$ cat src/main_bus_consts.svh
/*
 * Main CPU memory map constants: region codes, I/O register offsets
 * and ROM bank bases for the bus glue
 */
`ifndef MAIN_BUS_CONSTS_SVH
`define MAIN_BUS_CONSTS_SVH

// Address bits 15:14
`define MB_LOW_MAP          2'b00
`define MB_BANKED_MAP       2'b01

// Region codes on address bits 13:11 of the low map
`define MB_RAM_REGION0      3'd0
`define MB_RAM_REGION1      3'd1
`define MB_PAL_REGION       3'd2
`define MB_CHAR_REGION      3'd3
`define MB_COM_REGION       3'd4
`define MB_OBJ_REGION       3'd5
`define MB_SCR_REGION       3'd6
`define MB_IO_REGION        3'd7

// I/O register offsets on address bits 2:0
`define MB_IOREG_MISC       3'd0
`define MB_IOREG_HSCR       3'd1
`define MB_IOREG_VSCR       3'd2
`define MB_IOREG_NMICLR     3'd3
`define MB_IOREG_FIRQCLR    3'd4
`define MB_IOREG_IRQCLR     3'd5
`define MB_IOREG_SNDLATCH   3'd6

// Upper ROM address bits for the fixed (non-banked) area
`define MB_FIXED_ROM_BASE   3'b100

`endif

$ cat src/main_bus_pkg.sv
/*
 * Shared bus types for the main CPU glue logic
 */
`default_nettype none

package main_bus_pkg;

    // CPU bus as seen by the glue
    typedef struct packed {
        logic [15:0] addr;
        // High on reads
        logic        rnw;
        logic [7:0]  wdata;
        // One clk wide, once per bus cycle
        logic        cen;
    } bus_req_t;

    // Region selects, levels
    typedef struct packed {
        logic ram;
        logic pal;
        logic char;
        logic com;
        logic obj;
        logic scr;
        logic io;
        logic rom;
        // Also sets rom
        logic banked;
    } chip_sel_t;

    // Write strobes and interrupt clears
    typedef struct packed {
        logic misc;
        logic hscroll;
        logic vscroll;
        logic sndlatch;
        logic nmi_clr;
        logic firq_clr;
        logic irq_clr;
    } reg_strobe_t;

    // Register outputs toward the video side
    typedef struct packed {
        logic [8:0] hscroll;
        logic [8:0] vscroll;
        logic       flip;
    } video_ctrl_t;

    // Cabinet switches, active low as wired
    typedef struct packed {
        logic [1:0] start;
        logic [1:0] coin;
        logic [6:0] joy1;
        logic [6:0] joy2;
        logic       service;
    } cab_in_t;

endpackage

`default_nettype wire

$ cat src/addr_decoder.sv
/*
 * Main CPU address decoder: region chip selects, I/O write strobes
 * and registered interrupt clear strobes
 */
`timescale 1ns/10ps
`default_nettype none

`include "main_bus_consts.svh"

module addr_decoder (
    input  wire                       clk,
    input  wire                       rst,
    input  wire main_bus_pkg::bus_req_t bus,
    output main_bus_pkg::chip_sel_t   sel,
    output main_bus_pkg::reg_strobe_t strb
);

    logic       io_area;
    // Clear strobes: nmi, firq, irq
    logic [2:0] clr_q;

    assign io_area = (bus.addr[15:14] == `MB_LOW_MAP) &&
                     (bus.addr[13:11] == `MB_IO_REGION);

    always_comb begin
        sel  = '0;
        strb = '0;
        // Clears come from the flops below
        strb.nmi_clr  = clr_q[2];
        strb.firq_clr = clr_q[1];
        strb.irq_clr  = clr_q[0];
        if (bus.addr[15:14] == `MB_LOW_MAP) begin
            case (bus.addr[13:11])
                `MB_RAM_REGION0, `MB_RAM_REGION1: sel.ram = 1'b1;
                `MB_PAL_REGION:  sel.pal  = 1'b1;
                `MB_CHAR_REGION: sel.char = 1'b1;
                `MB_COM_REGION:  sel.com  = 1'b1;
                `MB_OBJ_REGION:  sel.obj  = 1'b1;
                `MB_SCR_REGION:  sel.scr  = 1'b1;
                `MB_IO_REGION: begin
                    // Input port only answers reads
                    sel.io = bus.rnw;
                    // Write registers sit at offsets with bit 3 set
                    if (!bus.rnw && bus.addr[3]) begin
                        case (bus.addr[2:0])
                            `MB_IOREG_MISC:     strb.misc     = 1'b1;
                            `MB_IOREG_HSCR:     strb.hscroll  = 1'b1;
                            `MB_IOREG_VSCR:     strb.vscroll  = 1'b1;
                            `MB_IOREG_SNDLATCH: strb.sndlatch = 1'b1;
                            default: ;
                        endcase
                    end
                end
                default: ;
            endcase
        end else begin
            // Upper 48k is ROM, 4000-7FFF goes through the bank
            sel.rom    = 1'b1;
            sel.banked = (bus.addr[15:14] == `MB_BANKED_MAP);
        end
    end

    // Interrupt acknowledges, reads or writes alike
    always_ff @(posedge clk or posedge rst) begin
        if (rst) begin
            clr_q <= '0;
        end else begin
            clr_q[2] <= io_area && (bus.addr[2:0] == `MB_IOREG_NMICLR);
            clr_q[1] <= io_area && (bus.addr[2:0] == `MB_IOREG_FIRQCLR);
            clr_q[0] <= io_area && (bus.addr[2:0] == `MB_IOREG_IRQCLR);
        end
    end

    // At most one region, banked only inside rom
    sel_onehot_a: assert property (@(posedge clk) disable iff (rst)
        $onehot0({sel.ram, sel.pal, sel.char, sel.com, sel.obj, sel.scr, sel.io, sel.rom})
        && (!sel.banked || sel.rom));

endmodule

`default_nettype wire

$ cat src/io_regs.sv
/*
 * Write-only hardware registers: scroll, flip, ROM bank,
 * MCU control and the sound latch with its IRQ pulse
 */
`timescale 1ns/10ps
`default_nettype none

module io_regs (
    input  wire                         clk,
    input  wire                         rst,
    input  wire main_bus_pkg::bus_req_t bus,
    input  wire main_bus_pkg::reg_strobe_t strb,
    output main_bus_pkg::video_ctrl_t   video,
    output logic [2:0]                  bank,
    output logic                        mcu_rstb,
    output logic                        mcu_halt,
    output logic [7:0]                  snd_latch,
    output logic                        snd_irq
);

    // Writes land on the bus enable only
    always_ff @(posedge clk or posedge rst) begin
        if (rst) begin
            video     <= '0;
            bank      <= 3'd0;
            mcu_rstb  <= 1'b0;
            mcu_halt  <= 1'b0;
            snd_latch <= 8'd0;
            snd_irq   <= 1'b0;
        end else if (bus.cen) begin
            // IRQ to the sound CPU lasts one bus cycle
            snd_irq <= 1'b0;
            if (strb.sndlatch) begin
                snd_latch <= bus.wdata;
                snd_irq   <= 1'b1;
            end

            // Scroll low bytes
            if (strb.hscroll) begin
                video.hscroll[7:0] <= bus.wdata;
            end
            if (strb.vscroll) begin
                video.vscroll[7:0] <= bus.wdata;
            end

            // Misc latch
            if (strb.misc) begin
                // Scroll ninth bits
                video.hscroll[8] <= bus.wdata[0];
                video.vscroll[8] <= bus.wdata[1];
                video.flip       <= bus.wdata[2];
                // MCU reset and halt lines
                mcu_rstb         <= bus.wdata[3];
                mcu_halt         <= bus.wdata[4];
                // ROM bank for 4000-7FFF
                bank             <= bus.wdata[7:5];
            end
        end
    end

    // Sound CPU never sees two latch writes back to back
    snd_irq_single_a: assert property (@(posedge clk) disable iff (rst)
        (bus.cen && snd_irq) |=> !snd_irq);

endmodule

`default_nettype wire

$ cat src/cabinet_port.sv
/*
 * Cabinet input port: registered byte picked by the I/O offset
 */
`timescale 1ns/10ps
`default_nettype none

module cabinet_port (
    input  wire                         clk,
    input  wire main_bus_pkg::bus_req_t bus,
    input  wire main_bus_pkg::cab_in_t  cab,
    input  wire [7:0]                   dipsw_a,
    input  wire [7:0]                   dipsw_b,
    input  wire                         mcu_ban,
    input  wire                         vbl,
    output logic [7:0]                  io_data
);

    // Board wiring has joystick bits 2 and 3 crossed
    function automatic logic [5:0] swap_joy(input logic [5:0] joy);
        return {joy[5:4], joy[2], joy[3], joy[1:0]};
    endfunction

    // Sampled every clk, read one clk after the address settles
    always_ff @(posedge clk) begin
        case (bus.addr[3:0])
            // Start buttons, player 1
            4'd0: io_data <= {cab.start, swap_joy(cab.joy1[5:0])};
            // Coins, player 2
            4'd1: io_data <= {cab.coin, swap_joy(cab.joy2[5:0])};
            // Status byte
            4'd2: io_data <= {3'b111, mcu_ban, vbl,
                              cab.joy2[6], cab.joy1[6], cab.service};
            4'd3: io_data <= dipsw_a;
            4'd4: io_data <= dipsw_b;
            // Open bus reads high
            default: io_data <= 8'hff;
        endcase
    end

endmodule

`default_nettype wire

$ cat src/irq_latch.sv
/*
 * NMI, FIRQ and IRQ request latches: set on rising input edges,
 * cleared by the acknowledge strobes
 */
`timescale 1ns/10ps
`default_nettype none

module irq_latch (
    input  wire                         clk,
    input  wire                         rst,
    input  wire main_bus_pkg::bus_req_t bus,
    input  wire                         vbl,
    input  wire                         dip_pause,
    input  wire                         ims,
    input  wire                         mcu_irqmain,
    input  wire main_bus_pkg::reg_strobe_t strb,
    output logic                        nmi_n,
    output logic                        firq_n,
    output logic                        irq_n
);

    logic       vbl_pause;
    logic       ims_s;
    // Channels: nmi, firq, irq
    logic [2:0] src;
    logic [2:0] src_d1;
    logic [2:0] src_d2;
    logic [2:0] rise;
    logic [2:0] clr;
    logic [2:0] req;

    // VBL and IMS move at the CPU bus rate
    always_ff @(posedge clk or posedge rst) begin
        if (rst) begin
            vbl_pause <= 1'b0;
            ims_s     <= 1'b0;
        end else if (bus.cen) begin
            vbl_pause <= vbl & dip_pause;
            ims_s     <= ims;
        end
    end

    assign src  = {vbl_pause, ims_s, mcu_irqmain};
    assign clr  = {strb.nmi_clr, strb.firq_clr, strb.irq_clr};
    assign rise = src_d1 & ~src_d2;

    always_ff @(posedge clk or posedge rst) begin
        if (rst) begin
            src_d1 <= '0;
            src_d2 <= '0;
            req    <= '0;
        end else begin
            src_d1 <= src;
            src_d2 <= src_d1;
            // Acknowledge beats a new edge
            req    <= (req | rise) & ~clr;
        end
    end

    // Request lines are active low
    assign nmi_n  = ~req[2];
    assign firq_n = ~req[1];
    assign irq_n  = ~req[0];

    // Each request follows a 0->1 step of its source two clks before
    for (genvar i = 0; i < 3; i++) begin : g_req_chk
        req_after_edge_a: assert property (@(posedge clk) disable iff (rst)
            $rose(req[i]) |-> ($past(src[i], 2) && !$past(src[i], 3)));
    end

endmodule

`default_nettype wire

$ cat src/read_mux.sv
/*
 * CPU read data multiplexer and banked ROM address former
 */
`timescale 1ns/10ps
`default_nettype none

`include "main_bus_consts.svh"

module read_mux (
    input  wire main_bus_pkg::bus_req_t  bus,
    input  wire main_bus_pkg::chip_sel_t sel,
    input  wire [2:0]                    bank,
    input  wire [7:0]                    ram_dout,
    input  wire [7:0]                    pal_dout,
    input  wire [7:0]                    char_dout,
    input  wire [7:0]                    obj_dout,
    input  wire [7:0]                    scr_dout,
    input  wire [7:0]                    mcu_ram,
    input  wire [7:0]                    rom_data,
    input  wire [7:0]                    io_data,
    output logic [7:0]                   cpu_din,
    output logic [17:0]                  rom_addr
);

    // First active select wins
    always_comb begin
        case (1'b1)
            sel.ram:    cpu_din = ram_dout;
            sel.char:   cpu_din = char_dout;
            sel.scr:    cpu_din = scr_dout;
            // Banked window also raises rom
            sel.rom:    cpu_din = rom_data;
            // Registered cabinet byte
            sel.io:     cpu_din = io_data;
            sel.pal:    cpu_din = pal_dout;
            sel.obj:    cpu_din = obj_dout;
            // Shared RAM with the MCU
            sel.com:    cpu_din = mcu_ram;
            default:    cpu_din = 8'hff;
        endcase
    end

    // 16k pages, banked window or fixed top of ROM
    always_comb begin
        rom_addr[13:0] = bus.addr[13:0];
        if (sel.banked) begin
            rom_addr[17:14] = {1'b0, bank};
        end else begin
            rom_addr[17:14] = {`MB_FIXED_ROM_BASE, bus.addr[14]};
        end
    end

endmodule

`default_nettype wire

$ cat src/main_bus.sv
/*
 * Main CPU bus glue top: decoder, registers, cabinet port,
 * interrupt latches and read multiplexer
 */
`timescale 1ns/10ps
`default_nettype none

module main_bus (
    input  wire                          clk,
    input  wire                          rst,
    // CPU side
    input  wire main_bus_pkg::bus_req_t  bus,
    output wire [7:0]                    cpu_din,
    // Memory read data
    input  wire [7:0]                    ram_dout,
    input  wire [7:0]                    pal_dout,
    input  wire [7:0]                    char_dout,
    input  wire [7:0]                    obj_dout,
    input  wire [7:0]                    scr_dout,
    input  wire [7:0]                    mcu_ram,
    input  wire [7:0]                    rom_data,
    output main_bus_pkg::chip_sel_t      sel,
    output wire [17:0]                   rom_addr,
    // Cabinet and DIP switches
    input  wire main_bus_pkg::cab_in_t   cab,
    input  wire [7:0]                    dipsw_a,
    input  wire [7:0]                    dipsw_b,
    input  wire                          dip_pause,
    // Video timing and MCU status
    input  wire                          vbl,
    input  wire                          ims,
    input  wire                          mcu_irqmain,
    input  wire                          mcu_ban,
    // Register outputs
    output main_bus_pkg::video_ctrl_t    video,
    output wire [2:0]                    bank,
    output wire                          mcu_rstb,
    output wire                          mcu_halt,
    output wire [7:0]                    snd_latch,
    output wire                          snd_irq,
    // CPU interrupt requests
    output wire                          nmi_n,
    output wire                          firq_n,
    output wire                          irq_n
);

    main_bus_pkg::reg_strobe_t strb;
    wire [7:0]                 io_data;

    addr_decoder u_decoder (
        .clk  (clk),
        .rst  (rst),
        .bus  (bus),
        .sel  (sel),
        .strb (strb)
    );

    io_regs u_regs (
        .clk       (clk),
        .rst       (rst),
        .bus       (bus),
        .strb      (strb),
        .video     (video),
        .bank      (bank),
        .mcu_rstb  (mcu_rstb),
        .mcu_halt  (mcu_halt),
        .snd_latch (snd_latch),
        .snd_irq   (snd_irq)
    );

    cabinet_port u_cabinet (
        .clk     (clk),
        .bus     (bus),
        .cab     (cab),
        .dipsw_a (dipsw_a),
        .dipsw_b (dipsw_b),
        .mcu_ban (mcu_ban),
        .vbl     (vbl),
        .io_data (io_data)
    );

    irq_latch u_irq (
        .clk         (clk),
        .rst         (rst),
        .bus         (bus),
        .vbl         (vbl),
        .dip_pause   (dip_pause),
        .ims         (ims),
        .mcu_irqmain (mcu_irqmain),
        .strb        (strb),
        .nmi_n       (nmi_n),
        .firq_n      (firq_n),
        .irq_n       (irq_n)
    );

    read_mux u_mux (
        .bus       (bus),
        .sel       (sel),
        .bank      (bank),
        .ram_dout  (ram_dout),
        .pal_dout  (pal_dout),
        .char_dout (char_dout),
        .obj_dout  (obj_dout),
        .scr_dout  (scr_dout),
        .mcu_ram   (mcu_ram),
        .rom_data  (rom_data),
        .io_data   (io_data),
        .cpu_din   (cpu_din),
        .rom_addr  (rom_addr)
    );

endmodule

`default_nettype wire

$ cat config.mk
export PLATFORM = sky130hd
export DESIGN_NAME = main_bus
export DESIGN_NICKNAME = d
export VERILOG_FILES = /design/src/main_bus_pkg.sv /design/src/addr_decoder.sv /design/src/io_regs.sv /design/src/cabinet_port.sv /design/src/irq_latch.sv /design/src/read_mux.sv /design/src/main_bus.sv
export VERILOG_INCLUDE_DIRS = /design/src /design/src/src
export SDC_FILE = /design/constraint.sdc
export NUM_CORES = 1
export LEC_CHECK = 0
export BUFFER_PORTS_ARGS = -buffer_cell sky130_fd_sc_hd__buf_2
export CORE_MARGIN = 5
export CORE_UTILIZATION = 40
export CTS_BUF_LIST = sky130_fd_sc_hd__clkbuf_8
export DETAILED_ROUTE_END_ITERATION = 12
export GPL_TIMING_DRIVEN = 0
export PLACE_DENSITY = 0.84
export SETUP_SLACK_MARGIN = 0.05
export SLEW_MARGIN = 0
export SYNTH_ARGS = -nofsm -noshare
export SYNTH_HDL_FRONTEND = slang
export SYNTH_SLANG_ARGS = --single-unit
export TNS_END_PERCENT = 20
$ cat constraint.sdc
create_clock -name clk -period 1.5 [get_ports clk]
set_clock_uncertainty 0.2 [all_clocks]
set_input_delay 0.075 -clock clk [delete_from_list [all_inputs] [get_ports clk]]
set_output_delay 0.075 -clock clk [all_outputs]
set_load 0.01 [all_outputs]
==> impl_metrics.yaml <==
global_route:
  track_usage_pct: 23.6
  antenna_found_initial: 0
  grt_max_degree: 48
  grt_pass1_wl_um: 18600
  overflow: 0
  grt_pass1_vias: 3696
floorplanning:
  die_area_um2: 9660
  coreArea_um2: 7650
  die_y_um: 98.3
  ios: 195
  die_x_um: 98.3
  initial_core_util_pct: 40.8
  rows: 32
pwr:
  peakVddDrop_mv: 0.524
  p_int_mw: 2.51
  clkPwrFrac_pct: 28.5
  leakage_nw: 2.70
  total_power_mw: 3.44
  p_sw_uw: 930
  swShare_pct: 27.0
  pwr-share-comb_pct: 26.5
  power_density_nw_per_um2: 660
  pwr-share-seq_pct: 45.1
synth:
  synth_top_area_share_pct: 37.7
  synth.avg_cell_area_um2: 10.2
  synthCells: 306
  synth.distinct_cells: 45
  synth_area_leaders: "dfrtp_1 (38%), mux2_2 (12%), dfxtp_1 (5.1%), buf_4 (3.6%), a21oi_1 (3.0%)"
  ys_ff_latch: 55
  synthArstFlopShare_pct: 85.5
  synth_area_leader_cell: "dfrtp_1"
  seq_area_frac_synth_pct: 42.8
  synth_flop_cell: "dfrtp_1"
  synth_edf_count: 0
  ys_top_cells_by_count: "dfrtp_1 (47), mux2_2 (34), nor2_1 (25), a21oi_1 (19), inv_1 (17)"
  netlist_area_um2: 3120
  synth_nets: 430
  synthMostInstantiatedCell: "dfrtp_1"
  yosys_warnings: 0
worst_setup_path:
  worstPathMaxFanout: 5
  rr_endpoint: "u_regs.bank[0]$_DFFE_PP0P_"
  r2r_start: "u_regs.bank[0]$_DFFE_PP0P_"
  rrSetupSlack_ps: 500
  path_class: "primary input to output pin"
  crit_path_end_kind: "output pin"
  crit_path_start_kind: "primary input"
  setup.worst_path.start: "bus[22]"
  critPathRequiredTime_ps: 1220
  ff2ff_path_depth: 1
  crit_end: "cpu_din[4]"
  worstPathArrival_ps: 1330
route:
  postRouteAntennaNets: 0
  drt_iter0_markers: 148
  wirelength_um: 11900
  dr.pass1.iters: 4
  drc: 0
  vias_per_cell: 5.34
  vias: 3488
  routedWlPerCell_um: 18.2
placement:
  place.port_buffers: 185
  gp_congestion: 0.930
  hpwl_um: 8570
flow_run:
  max_cap_viol_count: 0
clock_tree:
  cts_max_path_buffers: 2
  cts_tree: "yes"
  path_clk_slew_ps: 80
  h-tree-depth: 2
  clk_latency_ps: 310
  clkSinkCount: 55
  cts-buffers-inserted: 5
  cts_root_buffer: "clkbuf_8"
cells_and_area:
  fin_nets: 674
  drive_gt1_share_pct: 57.5
  antenna_cells: 0
  finalCoreUtilization_pct: 68.1
  syn2layout_area_growth_pct: 66.9
timing:
  worst_slew_pin_slew_ps: 398
  finalCriticalPeriod_ps: 1610
  setup_viol: 17
  holdWs_ps: -2.71
  fin_setup_tns_ps: -856
  fmax_ghz: 0.621
  rsz0062_at_grt: "yes"
  max_slew_margin_pct: 73.5
  setup_slack_ps: -110
  period_share_pct: 107
  drv_slew: 0
  hold_viol: 2
status:
  violations: "negative hold slack, negative setup slack"
  status: "complete, but fails checks"
hold_path:
  holdCritPathClass: "primary input to flop"
  worstHoldStart: "bus[13]"
-- critical path: stages --
cell and delay (ps):
buf_12 90, buf_8 110, and3b_2 260, a221oi_2 320, a211oi_2 90, o32ai_2 210
buf_2 170
-- cells by family after synthesis --
| family | share of synthesized area (%) |
|---|---|
| multiplexers | 13.6 |
| flip-flops | 42.8 |
| AND/OR/NAND/NOR | 15.1 |
| buffers and inverters | 7.70 |
| AO/OA/AOI/OAI | 20.8 |
-- through the flow --
| step | setup WS (ps) | instance area [um2] | hold WS (ps) | std cells |
|---|---|---|---|---|
| 2_1_floorplan | -117 | 3150 | -93.6 | 306 |
| 3_3_place_gp | -470 | 4200 | -17.1 | 593 |
| 3_5_place_dp | -512 | 4220 | -63.8 | 594 |
| 4_1_cts | -114 | 5030 | 0.0194 | 649 |
| 5_1_grt | -172 | 5210 | 11.7 | 653 |
| 6_report | -110 | 5210 | -2.71 | 653 |
-- power groups by stage --
stage	Clock (mW)	Sequential, mW	Combinational (mW)
2_1_floorplan	0	1.58	0.361
3_3_place_gp	0	1.57	0.664
3_5_place_dp	0	1.58	0.688
4_1_cts	0.991	1.55	0.851
5_1_grt	1.06	1.55	0.982
6_report	0.979	1.55	0.910
-- flip-flops by register name (all words and copies together), names as in the netlist --
signal	flops
u_irq.vbl_pause	1
u_irq.src_d1	3
u_irq.req	3
u_irq.ims_s	1
u_regs.mcu_halt	1
u_regs.mcu_rstb	1
u_decoder.clr_q	3
u_regs.video	19
u_regs.snd_irq	1
u_irq.src_d2	3
u_cabinet.io_data	8
u_regs.snd_latch	8
u_regs.bank	3
-- how the worst min path moves through the flow --
stage | endpoint | slack [ps] | cells past startpoint
detailed placement | u_irq.src_d1[1]$_DFF_PP0_ | -60 | 3
CTS | u_cabinet.io_data[6]$_DFF_P_ | 0.02 | 3
floorplan | u_irq.src_d1[0]$_DFF_PP0_ | -90 | 0
finish | u_cabinet.io_data[6]$_DFF_P_ | -3 | 3
global placement | u_irq.src_d1[0]$_DFF_PP0_ | -20 | 1
global route | u_decoder.clr_q[0]$_DFF_PP0_ | 10 | 5
-- placed cells by master (no fill, tap or decap), types with 2 or more instances in the layout --
| cell type | netlist | routed |
|---|---|---|
| a211oi_1 | 11 | 4 |
| nor3_1 | 4 | 2 |
| a22o_1 | 4 | 4 |
| a221oi_2 | 0 | 3 |
| mux2_2 | 34 | 32 |
| dlygate4sd3_1 | 0 | 37 |
| o211ai_1 | 2 | 2 |
| a31o_2 | 4 | 4 |
| a21oi_1 | 19 | 18 |
| nand2_2 | 1 | 2 |
| nor2_4 | 1 | 3 |
| nand3b_1 | 4 | 4 |
| clkbuf_4 | 0 | 3 |
| a21o_1 | 4 | 3 |
| dfxtp_1 | 8 | 8 |
| o221ai_1 | 5 | 5 |
| clkbuf_2 | 0 | 2 |
| nand2_1 | 3 | 2 |
| nor2b_1 | 9 | 8 |
| nor2_1 | 25 | 22 |
| o32ai_2 | 0 | 3 |
| mux2_4 | 0 | 2 |
| buf_12 | 0 | 6 |
| inv_1 | 17 | 16 |
| nand2b_1 | 10 | 9 |
| buf_4 | 15 | 22 |
| mux2i_1 | 4 | 4 |
| clkbuf_8 | 0 | 5 |
| nand3_1 | 4 | 3 |
| o22ai_2 | 0 | 3 |
| and2_1 | 2 | 2 |
| o22ai_1 | 13 | 9 |
| a22oi_1 | 7 | 7 |
| buf_2 | 6 | 184 |
| buf_6 | 0 | 7 |
| buf_8 | 0 | 3 |
| o21a_1 | 6 | 6 |
| a2bb2oi_1 | 4 | 4 |
| a211oi_2 | 0 | 6 |
| dfrtp_1 | 47 | 47 |
-- area by class of cell --
type | count | area (um2)
Buffer | 30 | 265
Clock buffer | 5 | 68.8
Clock inverter | 3 | 42.5
Fill cell | 554 | 2440
Inverter | 17 | 66.3
Multi-Input combinational cell | 204 | 1780
Sequential cell | 55 | 1340
Tap cell | 102 | 128
Timing Repair Buffer | 237 | 1520
-- per-layer routing --
metal | vias up | track usage, % | share of wire (%)
met1 | 1700 | 28.3 | 38
met5 | - | 0 | 0
li1 | 1609 | - | -
met4 | 0 | 4.20 | 1.3
met2 | 159 | 43.3 | 53
met3 | 20 | 5.71 | 7.9
-- timing repair --
action	in CTS	in global routing
gates resized for setup	54	36
pin swaps	15	13
buffers inserted	9	4
endpoints found under the hold margin	92	0
gates cloned	1	0
setup endpoints to repair	44	46
hold buffers	37	0
Note: power is estimated with default switching activity, not from simulation.
